--- src/logic/sys_pkg.sv ---
// Shared definitions for the system shell core
// Widths of the timing, user-I/O and audio paths, the user-I/O command
// codes and the window sequencer phases

`default_nettype none

package sys_pkg;

	//////////////////////////////
	// Data widths
	//////////////////////////////

	// Video timing value or display window bound
	typedef logic [11:0] timing_t;

	// User-I/O bus word and command code
	typedef logic [15:0] io_word_t;
	typedef logic [7:0]  cmd_t;

	// Aspect ratio as reported by the core
	typedef logic [7:0]  aspect_t;

	// Audio sample, attenuation (mute + shift) and crossfeed mode
	typedef logic [15:0] sample_t;
	typedef logic [4:0]  att_t;
	typedef logic [1:0]  mix_mode_t;

	typedef logic [7:0]  led_t;

	//////////////////////////////
	// User-I/O commands
	//////////////////////////////

	localparam cmd_t CMD_TIMING   = 8'h20;
	localparam cmd_t CMD_LED      = 8'h25;
	localparam cmd_t CMD_VOLUME   = 8'h26;
	localparam cmd_t CMD_VSET     = 8'h27;
	// Number of data words taken by CMD_TIMING
	localparam cmd_t TIMING_WORDS = 8'd8;

	// Window calculator sequence, one phase per clock
	typedef enum logic [2:0] {
		WIN_DIV,
		WIN_WAIT1,
		WIN_WAIT2,
		WIN_WAIT3,
		WIN_WAIT4,
		WIN_WAIT5,
		WIN_SIZE,
		WIN_CENTRE
	} win_phase_e;

endpackage

`default_nettype wire

--- src/logic/audio_mix_channel.sv ---
// One channel of the audio mixer
// Core audio stability filter, format conversion, Linux audio sum,
// crossfeed with the other channel, attenuation and 16-bit clamp

`timescale 1ns/1ps
`default_nettype none

module audio_mix_channel (
	input  wire                 clk_sys,
	input  wire                 resetd,

	input  sys_pkg::att_t       i_att,
	input  sys_pkg::mix_mode_t  i_mix,
	input  wire                 i_signed,

	input  sys_pkg::sample_t    i_core,
	input  sys_pkg::sample_t    i_linux,
	input  sys_pkg::sample_t    i_pre,

	output sys_pkg::sample_t    o_pre,
	output sys_pkg::sample_t    o_out
);

	sys_pkg::sample_t   core_d;
	sys_pkg::sample_t   core_ok;

	logic signed [16:0] conv;
	logic signed [16:0] pre_ext;
	logic signed [16:0] a2;
	logic signed [16:0] a3;
	logic signed [16:0] a4;

	// Sample only passes once seen twice in a row
	always_ff @(posedge clk_sys) begin
		if (resetd) begin
			core_d  <= '0;
			core_ok <= '0;
		end else begin
			core_d <= i_core;
			if (i_core == core_d)
				core_ok <= core_d;
		end
	end

	// Unsigned samples lose one bit to stay positive in 17 bits
	assign conv    = i_signed ? {core_ok[15], core_ok} : {2'b00, core_ok[15:1]};
	assign pre_ext = {i_pre[15], i_pre};

	//////////////////////////////
	// Arithmetic pipeline
	//////////////////////////////

	always_ff @(posedge clk_sys) begin
		a2 <= conv + $signed({i_linux[15], i_linux});

		case (i_mix)
			2'd0: a3 <= a2;
			2'd1: a3 <= a2 - (a2 >>> 3) + (pre_ext >>> 2);
			2'd2: a3 <= a2 - (a2 >>> 2) + (pre_ext >>> 1);
			default: a3 <= (a2 >>> 1) + pre_ext;
		endcase

		a4 <= i_att[4] ? 17'sd0 : (a3 >>> i_att[3:0]);
	end

	always_ff @(posedge clk_sys) begin
		if (resetd) begin
			o_pre <= '0;
			o_out <= '0;
		end else begin
			// Half of this channel feeds the other side
			o_pre <= a2[16:1];
			// Saturate when bits 16 and 15 disagree
			o_out <= (a4[16] ^ a4[15]) ? {a4[16], {15{a4[15]}}} : a4[15:0];
		end
	end

	a_mute: assert property (@(posedge clk_sys) disable iff (resetd)
		i_att[4] |-> ##2 (o_out == '0));

endmodule

`default_nettype wire

--- src/logic/sys_core_top.sv ---
// System shell core top level
// Command decoder, display window calculator and the two cross-fed
// audio mixer channels on the system clock

`timescale 1ns/1ps
`default_nettype none

module sys_core_top #(
	parameter sys_pkg::timing_t DEFAULT_WIDTH  = 12'd1920,
	parameter sys_pkg::timing_t DEFAULT_HFP    = 12'd88,
	parameter sys_pkg::timing_t DEFAULT_HS     = 12'd48,
	parameter sys_pkg::timing_t DEFAULT_HBP    = 12'd148,
	parameter sys_pkg::timing_t DEFAULT_HEIGHT = 12'd1080,
	parameter sys_pkg::timing_t DEFAULT_VFP    = 12'd4,
	parameter sys_pkg::timing_t DEFAULT_VS     = 12'd5,
	parameter sys_pkg::timing_t DEFAULT_VBP    = 12'd36
) (
	input  wire                 clk_sys,
	input  wire                 resetd,

	input  wire                 i_io_uio,
	input  wire                 i_io_strobe,
	input  sys_pkg::io_word_t   i_io_din,

	input  sys_pkg::aspect_t    i_arx,
	input  sys_pkg::aspect_t    i_ary,
	input  sys_pkg::led_t       i_led_core,

	input  sys_pkg::sample_t    i_audio_l,
	input  sys_pkg::sample_t    i_audio_r,
	input  sys_pkg::sample_t    i_alsa_l,
	input  sys_pkg::sample_t    i_alsa_r,
	input  wire                 i_audio_signed,
	input  sys_pkg::mix_mode_t  i_audio_mix,

	output sys_pkg::timing_t    o_hmin,
	output sys_pkg::timing_t    o_hmax,
	output sys_pkg::timing_t    o_vmin,
	output sys_pkg::timing_t    o_vmax,
	output sys_pkg::led_t       o_led,
	output sys_pkg::sample_t    o_audio_l,
	output sys_pkg::sample_t    o_audio_r
);

	sys_pkg::timing_t width;
	sys_pkg::timing_t height;
	sys_pkg::timing_t vset;
	sys_pkg::att_t    att;
	sys_pkg::sample_t pre_l;
	sys_pkg::sample_t pre_r;

	//////////////////////////////
	// Command and video
	//////////////////////////////

	uio_cmd_decoder #(
		.DEFAULT_WIDTH  (DEFAULT_WIDTH),
		.DEFAULT_HFP    (DEFAULT_HFP),
		.DEFAULT_HS     (DEFAULT_HS),
		.DEFAULT_HBP    (DEFAULT_HBP),
		.DEFAULT_HEIGHT (DEFAULT_HEIGHT),
		.DEFAULT_VFP    (DEFAULT_VFP),
		.DEFAULT_VS     (DEFAULT_VS),
		.DEFAULT_VBP    (DEFAULT_VBP)
	) cmd_i (
		.clk_sys     (clk_sys),
		.resetd      (resetd),
		.i_io_uio    (i_io_uio),
		.i_io_strobe (i_io_strobe),
		.i_io_din    (i_io_din),
		.i_led_core  (i_led_core),
		.o_width     (width),
		.o_height    (height),
		.o_vset      (vset),
		.o_att       (att),
		.o_led       (o_led)
	);

	video_window_calc win_i (
		.clk_sys  (clk_sys),
		.resetd   (resetd),
		.i_width  (width),
		.i_height (height),
		.i_vset   (vset),
		.i_arx    (i_arx),
		.i_ary    (i_ary),
		.o_hmin   (o_hmin),
		.o_hmax   (o_hmax),
		.o_vmin   (o_vmin),
		.o_vmax   (o_vmax)
	);

	//////////////////////////////
	// Audio
	//////////////////////////////

	// Each side takes the other's pre-mix half for crossfeed
	audio_mix_channel mix_l_i (
		.clk_sys  (clk_sys),
		.resetd   (resetd),
		.i_att    (att),
		.i_mix    (i_audio_mix),
		.i_signed (i_audio_signed),
		.i_core   (i_audio_l),
		.i_linux  (i_alsa_l),
		.i_pre    (pre_r),
		.o_pre    (pre_l),
		.o_out    (o_audio_l)
	);

	audio_mix_channel mix_r_i (
		.clk_sys  (clk_sys),
		.resetd   (resetd),
		.i_att    (att),
		.i_mix    (i_audio_mix),
		.i_signed (i_audio_signed),
		.i_core   (i_audio_r),
		.i_linux  (i_alsa_r),
		.i_pre    (pre_l),
		.o_pre    (pre_r),
		.o_out    (o_audio_r)
	);

endmodule

`default_nettype wire

--- src/logic/uio_cmd_decoder.sv ---
// User-I/O command decoder
// Takes one word per rising strobe edge while the channel is selected. The
// first word is the command, the rest are its data. Holds the video timing,
// volume, forced vertical size and LED overtake registers

`timescale 1ns/1ps
`default_nettype none

module uio_cmd_decoder #(
	parameter sys_pkg::timing_t DEFAULT_WIDTH  = 12'd1920,
	parameter sys_pkg::timing_t DEFAULT_HFP    = 12'd88,
	parameter sys_pkg::timing_t DEFAULT_HS     = 12'd48,
	parameter sys_pkg::timing_t DEFAULT_HBP    = 12'd148,
	parameter sys_pkg::timing_t DEFAULT_HEIGHT = 12'd1080,
	parameter sys_pkg::timing_t DEFAULT_VFP    = 12'd4,
	parameter sys_pkg::timing_t DEFAULT_VS     = 12'd5,
	parameter sys_pkg::timing_t DEFAULT_VBP    = 12'd36
) (
	input  wire                 clk_sys,
	input  wire                 resetd,

	input  wire                 i_io_uio,
	input  wire                 i_io_strobe,
	input  sys_pkg::io_word_t   i_io_din,
	input  sys_pkg::led_t       i_led_core,

	output sys_pkg::timing_t    o_width,
	output sys_pkg::timing_t    o_height,
	output sys_pkg::timing_t    o_vset,
	output sys_pkg::att_t       o_att,
	output sys_pkg::led_t       o_led
);

	logic             strobe_d;
	logic             strobe_rise;
	logic             has_cmd;
	sys_pkg::cmd_t    cmd;
	logic [3:0]       word_cnt;

	// WIDTH, HFP, HS, HBP, HEIGHT, VFP, VS, VBP in command order
	sys_pkg::timing_t timing_r [8];

	sys_pkg::att_t    att_r;
	sys_pkg::timing_t vset_r;
	sys_pkg::led_t    led_mask;
	sys_pkg::led_t    led_state;

	assign strobe_rise = i_io_strobe & ~strobe_d;

	//////////////////////////////
	// Command parser
	//////////////////////////////

	always_ff @(posedge clk_sys) begin
		strobe_d <= i_io_strobe;

		if (resetd) begin
			strobe_d    <= 1'b0;
			has_cmd     <= 1'b0;
			cmd         <= '0;
			word_cnt    <= '0;
			att_r       <= '0;
			vset_r      <= '0;
			led_mask    <= '0;
			timing_r[0] <= DEFAULT_WIDTH;
			timing_r[1] <= DEFAULT_HFP;
			timing_r[2] <= DEFAULT_HS;
			timing_r[3] <= DEFAULT_HBP;
			timing_r[4] <= DEFAULT_HEIGHT;
			timing_r[5] <= DEFAULT_VFP;
			timing_r[6] <= DEFAULT_VS;
			timing_r[7] <= DEFAULT_VBP;
		end else if (!i_io_uio) begin
			// Channel deselected, next word is a command again
			has_cmd <= 1'b0;
			cmd     <= '0;
		end else if (strobe_rise) begin
			if (!has_cmd) begin
				has_cmd  <= 1'b1;
				cmd      <= i_io_din[7:0];
				word_cnt <= '0;
			end else begin
				case (cmd)
					sys_pkg::CMD_TIMING: begin
						// Words past the eighth are dropped
						if (word_cnt < 4'(sys_pkg::TIMING_WORDS)) begin
							timing_r[word_cnt[2:0]] <= i_io_din[11:0];
							word_cnt <= word_cnt + 4'd1;
						end
					end
					sys_pkg::CMD_LED:    led_mask <= i_io_din[15:8];
					sys_pkg::CMD_VOLUME: att_r    <= i_io_din[4:0];
					sys_pkg::CMD_VSET:   vset_r   <= i_io_din[11:0];
					default: ;
				endcase
			end
		end
	end

	// LED state is only visible where the mask is set
	always_ff @(posedge clk_sys) begin
		if (i_io_uio && strobe_rise && has_cmd && cmd == sys_pkg::CMD_LED) begin
			led_state <= i_io_din[7:0];
		end
	end

	//////////////////////////////
	// Outputs
	//////////////////////////////

	assign o_width  = timing_r[0];
	assign o_height = timing_r[4];
	assign o_vset   = vset_r;
	assign o_att    = att_r;

	// Main board LEDs, overtaken bit by bit
	assign o_led = (led_mask & led_state) | (~led_mask & i_led_core);

	// Timing data never runs past the eight timing registers
	a_timing_cnt: assert property (@(posedge clk_sys) disable iff (resetd)
		(has_cmd && cmd == sys_pkg::CMD_TIMING)
			|-> word_cnt <= 4'(sys_pkg::TIMING_WORDS));

endmodule

`default_nettype wire

--- src/logic/video_window_calc.sv ---
// Aspect-ratio display window calculator
// Eight-phase loop. Divides in the first phase, gives the divider five
// spare cycles, picks the video size and then centres it in the frame

`timescale 1ns/1ps
`default_nettype none

module video_window_calc (
	input  wire                 clk_sys,
	input  wire                 resetd,

	input  sys_pkg::timing_t    i_width,
	input  sys_pkg::timing_t    i_height,
	input  sys_pkg::timing_t    i_vset,
	input  sys_pkg::aspect_t    i_arx,
	input  sys_pkg::aspect_t    i_ary,

	output sys_pkg::timing_t    o_hmin,
	output sys_pkg::timing_t    o_hmax,
	output sys_pkg::timing_t    o_vmin,
	output sys_pkg::timing_t    o_vmax
);

	sys_pkg::win_phase_e phase;
	logic                pass_done;

	logic [19:0]         wcalc;
	logic [19:0]         hcalc;
	sys_pkg::timing_t    vsrc;
	sys_pkg::timing_t    videow;
	sys_pkg::timing_t    videoh;
	sys_pkg::timing_t    hoff;
	sys_pkg::timing_t    voff;

	// Forced vertical size wins over the frame height
	assign vsrc = (i_vset != '0) ? i_vset : i_height;

	assign hoff = (i_width - videow) >> 1;
	assign voff = (i_height - videoh) >> 1;

	// Divisions are given six cycles to settle before WIN_SIZE
	always_ff @(posedge clk_sys) begin
		if (phase == sys_pkg::WIN_DIV) begin
			wcalc <= (20'(vsrc) * 20'(i_arx)) / 20'(i_ary);
			hcalc <= (20'(i_width) * 20'(i_ary)) / 20'(i_arx);
		end
		if (phase == sys_pkg::WIN_SIZE) begin
			videow <= ((i_vset == '0) && (wcalc > 20'(i_width))) ? i_width : wcalc[11:0];
			if (i_vset != '0)
				videoh <= i_vset;
			else
				videoh <= (hcalc > 20'(i_height)) ? i_height : hcalc[11:0];
		end
	end

	//////////////////////////////
	// Phase sequencer
	//////////////////////////////

	always_ff @(posedge clk_sys) begin
		if (resetd) begin
			phase     <= sys_pkg::WIN_DIV;
			pass_done <= 1'b0;
			o_hmin    <= '0;
			o_hmax    <= '0;
			o_vmin    <= '0;
			o_vmax    <= '0;
		end else if (i_arx == '0 || i_ary == '0) begin
			// No aspect ratio, show the whole frame
			phase     <= sys_pkg::WIN_DIV;
			pass_done <= 1'b1;
			o_hmin    <= '0;
			o_hmax    <= i_width - 12'd1;
			o_vmin    <= '0;
			o_vmax    <= i_height - 12'd1;
		end else begin
			phase <= sys_pkg::win_phase_e'(phase + 3'd1);
			if (phase == sys_pkg::WIN_CENTRE) begin
				pass_done <= 1'b1;
				o_hmin    <= hoff;
				o_hmax    <= hoff + videow - 12'd1;
				o_vmin    <= voff;
				o_vmax    <= voff + videoh - 12'd1;
			end
		end
	end

	// Once a window has been written, it is never inverted
	a_window_order: assert property (@(posedge clk_sys) disable iff (resetd)
		pass_done |-> o_hmax >= o_hmin);

endmodule

`default_nettype wire

--- config.mk ---
export PLATFORM = sky130hd
export DESIGN_NAME = sys_core_top
export DESIGN_NICKNAME = d
export VERILOG_FILES = /design/src/logic/sys_pkg.sv /design/src/logic/audio_mix_channel.sv /design/src/logic/sys_core_top.sv /design/src/logic/uio_cmd_decoder.sv /design/src/logic/video_window_calc.sv
export SDC_FILE = /design/constraint.sdc
export NUM_CORES = 2
export LEC_CHECK = 0
export BUFFER_PORTS_ARGS = -buffer_cell sky130_fd_sc_hd__buf_2
export CAP_MARGIN = 5
export CELL_PAD_IN_SITES_DETAIL_PLACEMENT = 1
export CELL_PAD_IN_SITES_GLOBAL_PLACEMENT = 2
export CORE_MARGIN = 5
export CORE_UTILIZATION = 40
export CTS_CLUSTER_DIAMETER = 150
export CTS_CLUSTER_SIZE = 24
export DETAILED_ROUTE_END_ITERATION = 16
export PLACE_DENSITY = 0.84
export SLEW_MARGIN = 20
export SYNTH_ARGS = -nofsm -noshare
export SYNTH_HDL_FRONTEND = slang
export SYNTH_SLANG_ARGS = --single-unit
--- constraint.sdc ---
create_clock -name clk_sys -period 52.4 [get_ports clk_sys]
set_input_delay 0 -clock clk_sys [delete_from_list [all_inputs] [get_ports clk_sys]]
set_output_delay 0 -clock clk_sys [all_outputs]
set_load 0.005 [all_outputs]
---- Word-level counts from Yosys, hierarchy flattened ----
Memory sizes are Yosys's and may differ from the RTL's.
Cells that the tools add are included.
word-level totals
  bits of input ports ..................... 111
  RAM bits ................................ 96
  output and inout bits ................... 88
  memories ................................ 1
  register bits after elaboration ......... 390
operators by class
  shift operators ......................... 2
  bitwise gates (word level) .............. 10
  mux-type cells .......................... 29
  $add $sub $neg .......................... 22
  divide/modulo/power cells ............... 2
  reductions and logical operators ........ 20
  equality and inequality tests ........... 12
  order comparisons ....................... 3
  multiply operators ...................... 2
memory list
  name            depth  width  read ports  clocked after memory_dff  wr ports  line                   RTL
  cmd_i.timing_r  8      12     2           0                         8         uio_cmd_decoder.sv:41  sys_pkg::timing_t timing_r [8];
operators by type and width
  kind                                                                   count
  12-bit 2-to-1 mux                                                      9
  17-bit one-hot mux with 3 select lines                                 2
  12-bit by 1-bit subtractor with 12-bit output (second input constant)  4
  20-bit by 8-bit divider with 20-bit output                             2
  20-bit by 12-bit > comparator with 1-bit output                        2
  12-bit by 8-bit multiplier with 20-bit output                          2
  16-bit by 16-bit adder with 17-bit output                              2
  17-bit by 14-bit adder with 17-bit output                              2
  17-bit by 15-bit adder with 17-bit output                              2
  17-bit by 16-bit adder with 17-bit output                              2
  17-bit 2-to-1 mux                                                      2
  17-bit by 4-bit >>> shifter with 17-bit output                         2
  17-bit by 14-bit subtractor with 17-bit output                         2
  17-bit by 15-bit subtractor with 17-bit output                         2
  16-bit == test                                                         2
  8-bit by 6-bit == test with 1-bit output (second input constant)       4
  16-bit 2-to-1 mux                                                      2
  11-bit by 12-bit adder with 12-bit output                              2
  12-bit subtractor                                                      2
  8-bit AND                                                              2
  8-bit zero test                                                        2
  4-bit AND reduction                                                    4
  12-bit zero test                                                       1
  4-bit 2-to-1 mux                                                       3
  23 further kinds                                                       41

---- Longest topological paths before layout ----
  depth in word-level cells ............... 10
  gate-level depth with buffers ........... 253

---- Hierarchy ----
A second synthesis with hierarchy kept.
unflattened totals
  cell total of the unflattened synthesis .. 6045
  area, all modules ....................... 49841.6 µm²
modules (own cells, without submodules)
  module             area each (µm²)  times used  cells each  seq. area each (µm²)
  video_window_calc  30310.3          1           3948        2902.8
  audio_mix_channel  8375.5           2           931         2302.2
  uio_cmd_decoder    2780.2           1           235         1741.7

---- Worst setup path after synthesis ----
Ideal clock, no wire load.
  path type ............................... input to register
  start point ............................. in i_ary[3]
  end point ............................... reg win_i.hcalc[0], data pin
  buffers on the path ..................... 15
  required time ........................... 52133 ps
  slack ................................... 5866 ps
  cell stages on the path ................. 236
  arrival ................................. 46267 ps
  library setup time ...................... 267 ps
  path through ............................ inv_1 clkbuf_1 nor2_1 fa_1 fa_1 fa_1 fa_1 ha_1 a2111oi_0 o21ai_0 and2_1 a211oi_1 xnor2_1 ha_1 o21a_1 o311ai_0 o211ai_1 a211oi_1 [200 not listed] a21oi_1 nand4b_1 nand2b_1 clkbuf_1 nor2_1 a21oi_1 ha_1 a21o_1 a21oi_1 nor2b_1 o21ai_0 nand2b_1 a21oi_1 nor2b_1 o21ai_0 or4b_1 nor4_1 nand4_1
on the way
  cells in the longest elaborated chain, start to end .. 2
RTL lines
  element                                        line                     RTL
  start, declared                                sys_core_top.sv:26       input sys_pkg::aspect_t i_ary,
  12-bit by 8-bit multiplier with 20-bit output  video_window_calc.sv:45  hcalc <= (20'(i_width) * 20'(i_ary)) / 20'(i_arx);
  20-bit by 8-bit divider with 20-bit output     video_window_calc.sv:45
  end signal, assigned                           video_window_calc.sv:45
  end, declared                                  video_window_calc.sv:28  logic [19:0] hcalc;
No other way between the ends.
A chain may end at the register's enable or synchronous reset.

==> flow_metrics.env <==
export IMPL_drv_slew=0
export IMPL_synth_cell_types=132
export IMPL_grt_pass1_vias=44016
export IMPL_cts_tree="yes"
export IMPL_io_buffer_count=196
export IMPL_grt_antenna_before_repair=12
export IMPL_finalCriticalPeriod_ns=49.18
export IMPL_path_buf_inv=20
export IMPL_synthMostInstantiatedCell="inv_1"
export IMPL_rows=126
export IMPL_worstMarginPinSlew_ns=1.04
export IMPL_slew_headroom_pct=30.7
export IMPL_regArea_mm2=0.00925
export IMPL_cts_sinks=414
export IMPL_cpLargestDelayFamily="compound AO/OA/AOI/OAI gates"
export IMPL_fmax_mhz=20.3
export IMPL_outcome="completed"
export IMPL_first_pass_iters=5
export IMPL_yosys_area_top_type="ha_1"
export IMPL_synth_top_flop_cell="dfxtp_1"
export IMPL_dp_hpwl_um=122000
export IMPL_clkTransAtPathRegs_ns=0.12
export IMPL_ctsHtreeMaxLevel=1
export IMPL_grt_max_degree=71
export IMPL_hold_class="in -> reg"
export IMPL_fillers=14113
export IMPL_ys_ff_latch=414
export IMPL_synth_cells=5658
export IMPL_die_width_um=354
export IMPL_skew_ns=0.0395
export IMPL_path_max_fanout=21
export IMPL_finalHoldViolations=0
export IMPL_synth_edff_count=96
export IMPL_clkLatencyLatePin_ns=0.60
export IMPL_period_share_pct=93.9
export IMPL_cpMostUsedCell="o21a_1"
export IMPL_gp_congestion=0.866
export IMPL_multiInputGateArea_mm2=0.0354
export IMPL_async_flop_share_pct=0
export IMPL_viasPerCell=5.59
export IMPL_first_iter_violations=1945
export IMPL_numCtsBuffers=21
export IMPL_syn_area_mm2=0.0474
export IMPL_slowest_stage="or4b_2"
export IMPL_dp_slack_ns=-0.477
export IMPL_rsz0062_at_grt="yes"
export IMPL_fp_coreArea_mm2=0.118
export IMPL_fp_dieArea_mm2=0.125
export IMPL_crit_required_ns=52.75
export IMPL_ant_nets=0
export IMPL_drc=0
export IMPL_fin_nets=6861
export IMPL_root_buffer="clkbuf_16"
export IMPL_grt_use_total_pct=23.4
export IMPL_post_drt_wl_per_cell_um=20.3
export IMPL_endpoint_kind="flip-flop"
export IMPL_setup_ws_ns=3.22
export IMPL_synthToLayoutAreaGrowth_pct=11.3
export IMPL_overflow=0
export IMPL_ys_top_cells_by_count="inv_1, ha_1, nor2_1"
export IMPL_num_io_pins=199
export IMPL_vias=42037
export IMPL_clockBufferDepth=3
export IMPL_drive_gt1_share_pct=11.9
export IMPL_finalSetupViolCount=0
export IMPL_synth_area_leaders="ha_1, dfxtp_1, fa_1"
export IMPL_path_class="reg -> reg"
export IMPL_routed_wl_um=153000
export IMPL_arrival_ns=49.53
export IMPL_maxCapViolations=0
export IMPL_die_h_um=354
export IMPL_start_util_pct=40.2
export IMPL_grt_pass1_wl_um=242000
export IMPL_avgSynthCellArea_um2=8.38
export IMPL_yosysSeqAreaShare_pct=19.5
export IMPL_slowest_delay_ns=0.64
export IMPL_yosysWarningCount=0
export IMPL_synth_top_area_share_pct=15.5
export IMPL_crit_path_start_kind="flip-flop"
[cells by family (layout without fill, tap and decap cells)]
logic type	Yosys count	in the layout	synth area share, %
and+or+nand+nor	1615	1615	16.5
AOI/OAI and AO/OA	1396	1396	19.6
other	1	7	0.00791
adders and majority gates	779	779	23.5
DFF	414	414	19.5
buffers and inverters	800	1124	6.42
xor gates and xnor gates	340	340	6.28
muxes	313	313	8.14
[layout make-up]
type                       count  share of cell area [%]
clock inverter                 4                  0.0617
tap                         1536                    3.64
sequential                   414                    17.5
inverter                     640                    4.62
clock buffer                  29                    1.05
antenna                        5                  0.0237
multi-input combinational   4445                    67.1
timing repair buffer         451                    6.00
[cells in the final DEF (no fill, tap or decap), types with 12 or more instances in the layout]
master / instances
clkbuf_16: 21
dfxtp_1: 318
mux2i_1: 150
o221ai_1: 12
buf_2: 195
o31ai_1: 48
nor2b_1: 94
ha_1: 588
edfxtp_1: 96
buf_4: 151
a21o_1: 110
o21ai_0: 229
a31oi_1: 25
fa_1: 188
a211oi_1: 84
nor3_1: 166
inv_2: 18
nor2_1: 567
nand4_1: 37
nand2b_1: 75
and2_1: 35
xnor2_1: 197
a211o_1: 14
dlygate4sd3_1: 102
o211ai_1: 46
a21oi_1: 379
or2_2: 41
o21a_1: 164
and3_1: 34
nor4_1: 31
o21bai_1: 92
or3_1: 30
nand2_1: 333
xor2_1: 143
mux2_2: 109
inv_1: 605
nand3_1: 67
mux4_2: 43
[worst paths after layout]
check | cells past startpoint | slack [ns] | from | endpoint
max | 225 | 3.22 | cmd_i.timing_r[0][2]$_SDFFCE_PN0P_ | win_i.hcalc[0]$_DFFE_PN_
min | 2 | 0.06 | i_arx[7] | win_i.hcalc[13]$_DFFE_PN_
max reg2reg | 225 | 3.22 | cmd_i.timing_r[0][2]$_SDFFCE_PN0P_ | win_i.hcalc[0]$_DFFE_PN_
min reg2reg | 2 | 0.46 | mix_l_i.a4[0]$_SDFF_PP0_ | mix_l_i.o_out[0]$_SDFF_PP0_
[what timing repair did]
item	CTS	global route
gates resized for setup	6	67
pin swaps	0	10
buffers inserted	0	63
hold buffers	102	0
gates cloned	0	0
hold endpoints to repair	183	0
endpoints found under the setup margin	1	4
[through the flow]
| stage | hold slack [ns] | setup TNS (ns) | area (um2) | cells | utilization, % |
|---|---|---|---|---|---|
| floorplan | 0.0975 | 0 | 47400 | 5659 | - |
| global placement | 0.224 | 0 | 50400 | 7320 | 42.7 |
| finish | 0.0556 | 0 | 52800 | 7524 | 44.7 |
| detailed placement | 0.236 | -0.477 | 50400 | 7320 | 42.7 |
| global route | 0.0246 | -0.336 | 52800 | 7521 | 44.7 |
| CTS | 0.0127 | 0 | 52000 | 7455 | 44.1 |
[metal layers]
layer / vias to the layer above / share of wire (%) / global-route usage, %
li1: 20532 / - / -
met1: 20778 / 46 / 30.7
met2: 570 / 49 / 42.4
met3: 151 / 2.8 / 2.00
met4: 6 / 2.1 / 4.26
met5: - / 0.018 / 0
[flip-flops by register name, summed over array words and instances (netlist names), 12 cells and up]
register         cells
win_i.o_hmax        12
mix_r_i.a3          17
mix_r_i.a4          17
win_i.hcalc         20
mix_r_i.core_ok     16
win_i.o_vmax        12
mix_r_i.core_d      16
mix_l_i.a2          17
mix_l_i.o_out       16
mix_l_i.core_ok     16
mix_l_i.o_pre       16
win_i.wcalc         20
mix_r_i.o_pre       16
mix_l_i.a4          17
mix_l_i.core_d      16
mix_r_i.a2          17
mix_l_i.a3          17
win_i.videoh        12
cmd_i.o_vset        12
cmd_i.timing_r      24
mix_r_i.o_out       16
win_i.videow        12
Power is not shown: default switching activity piles up to over one toggle a cycle in this logic, so the estimate is an artifact.
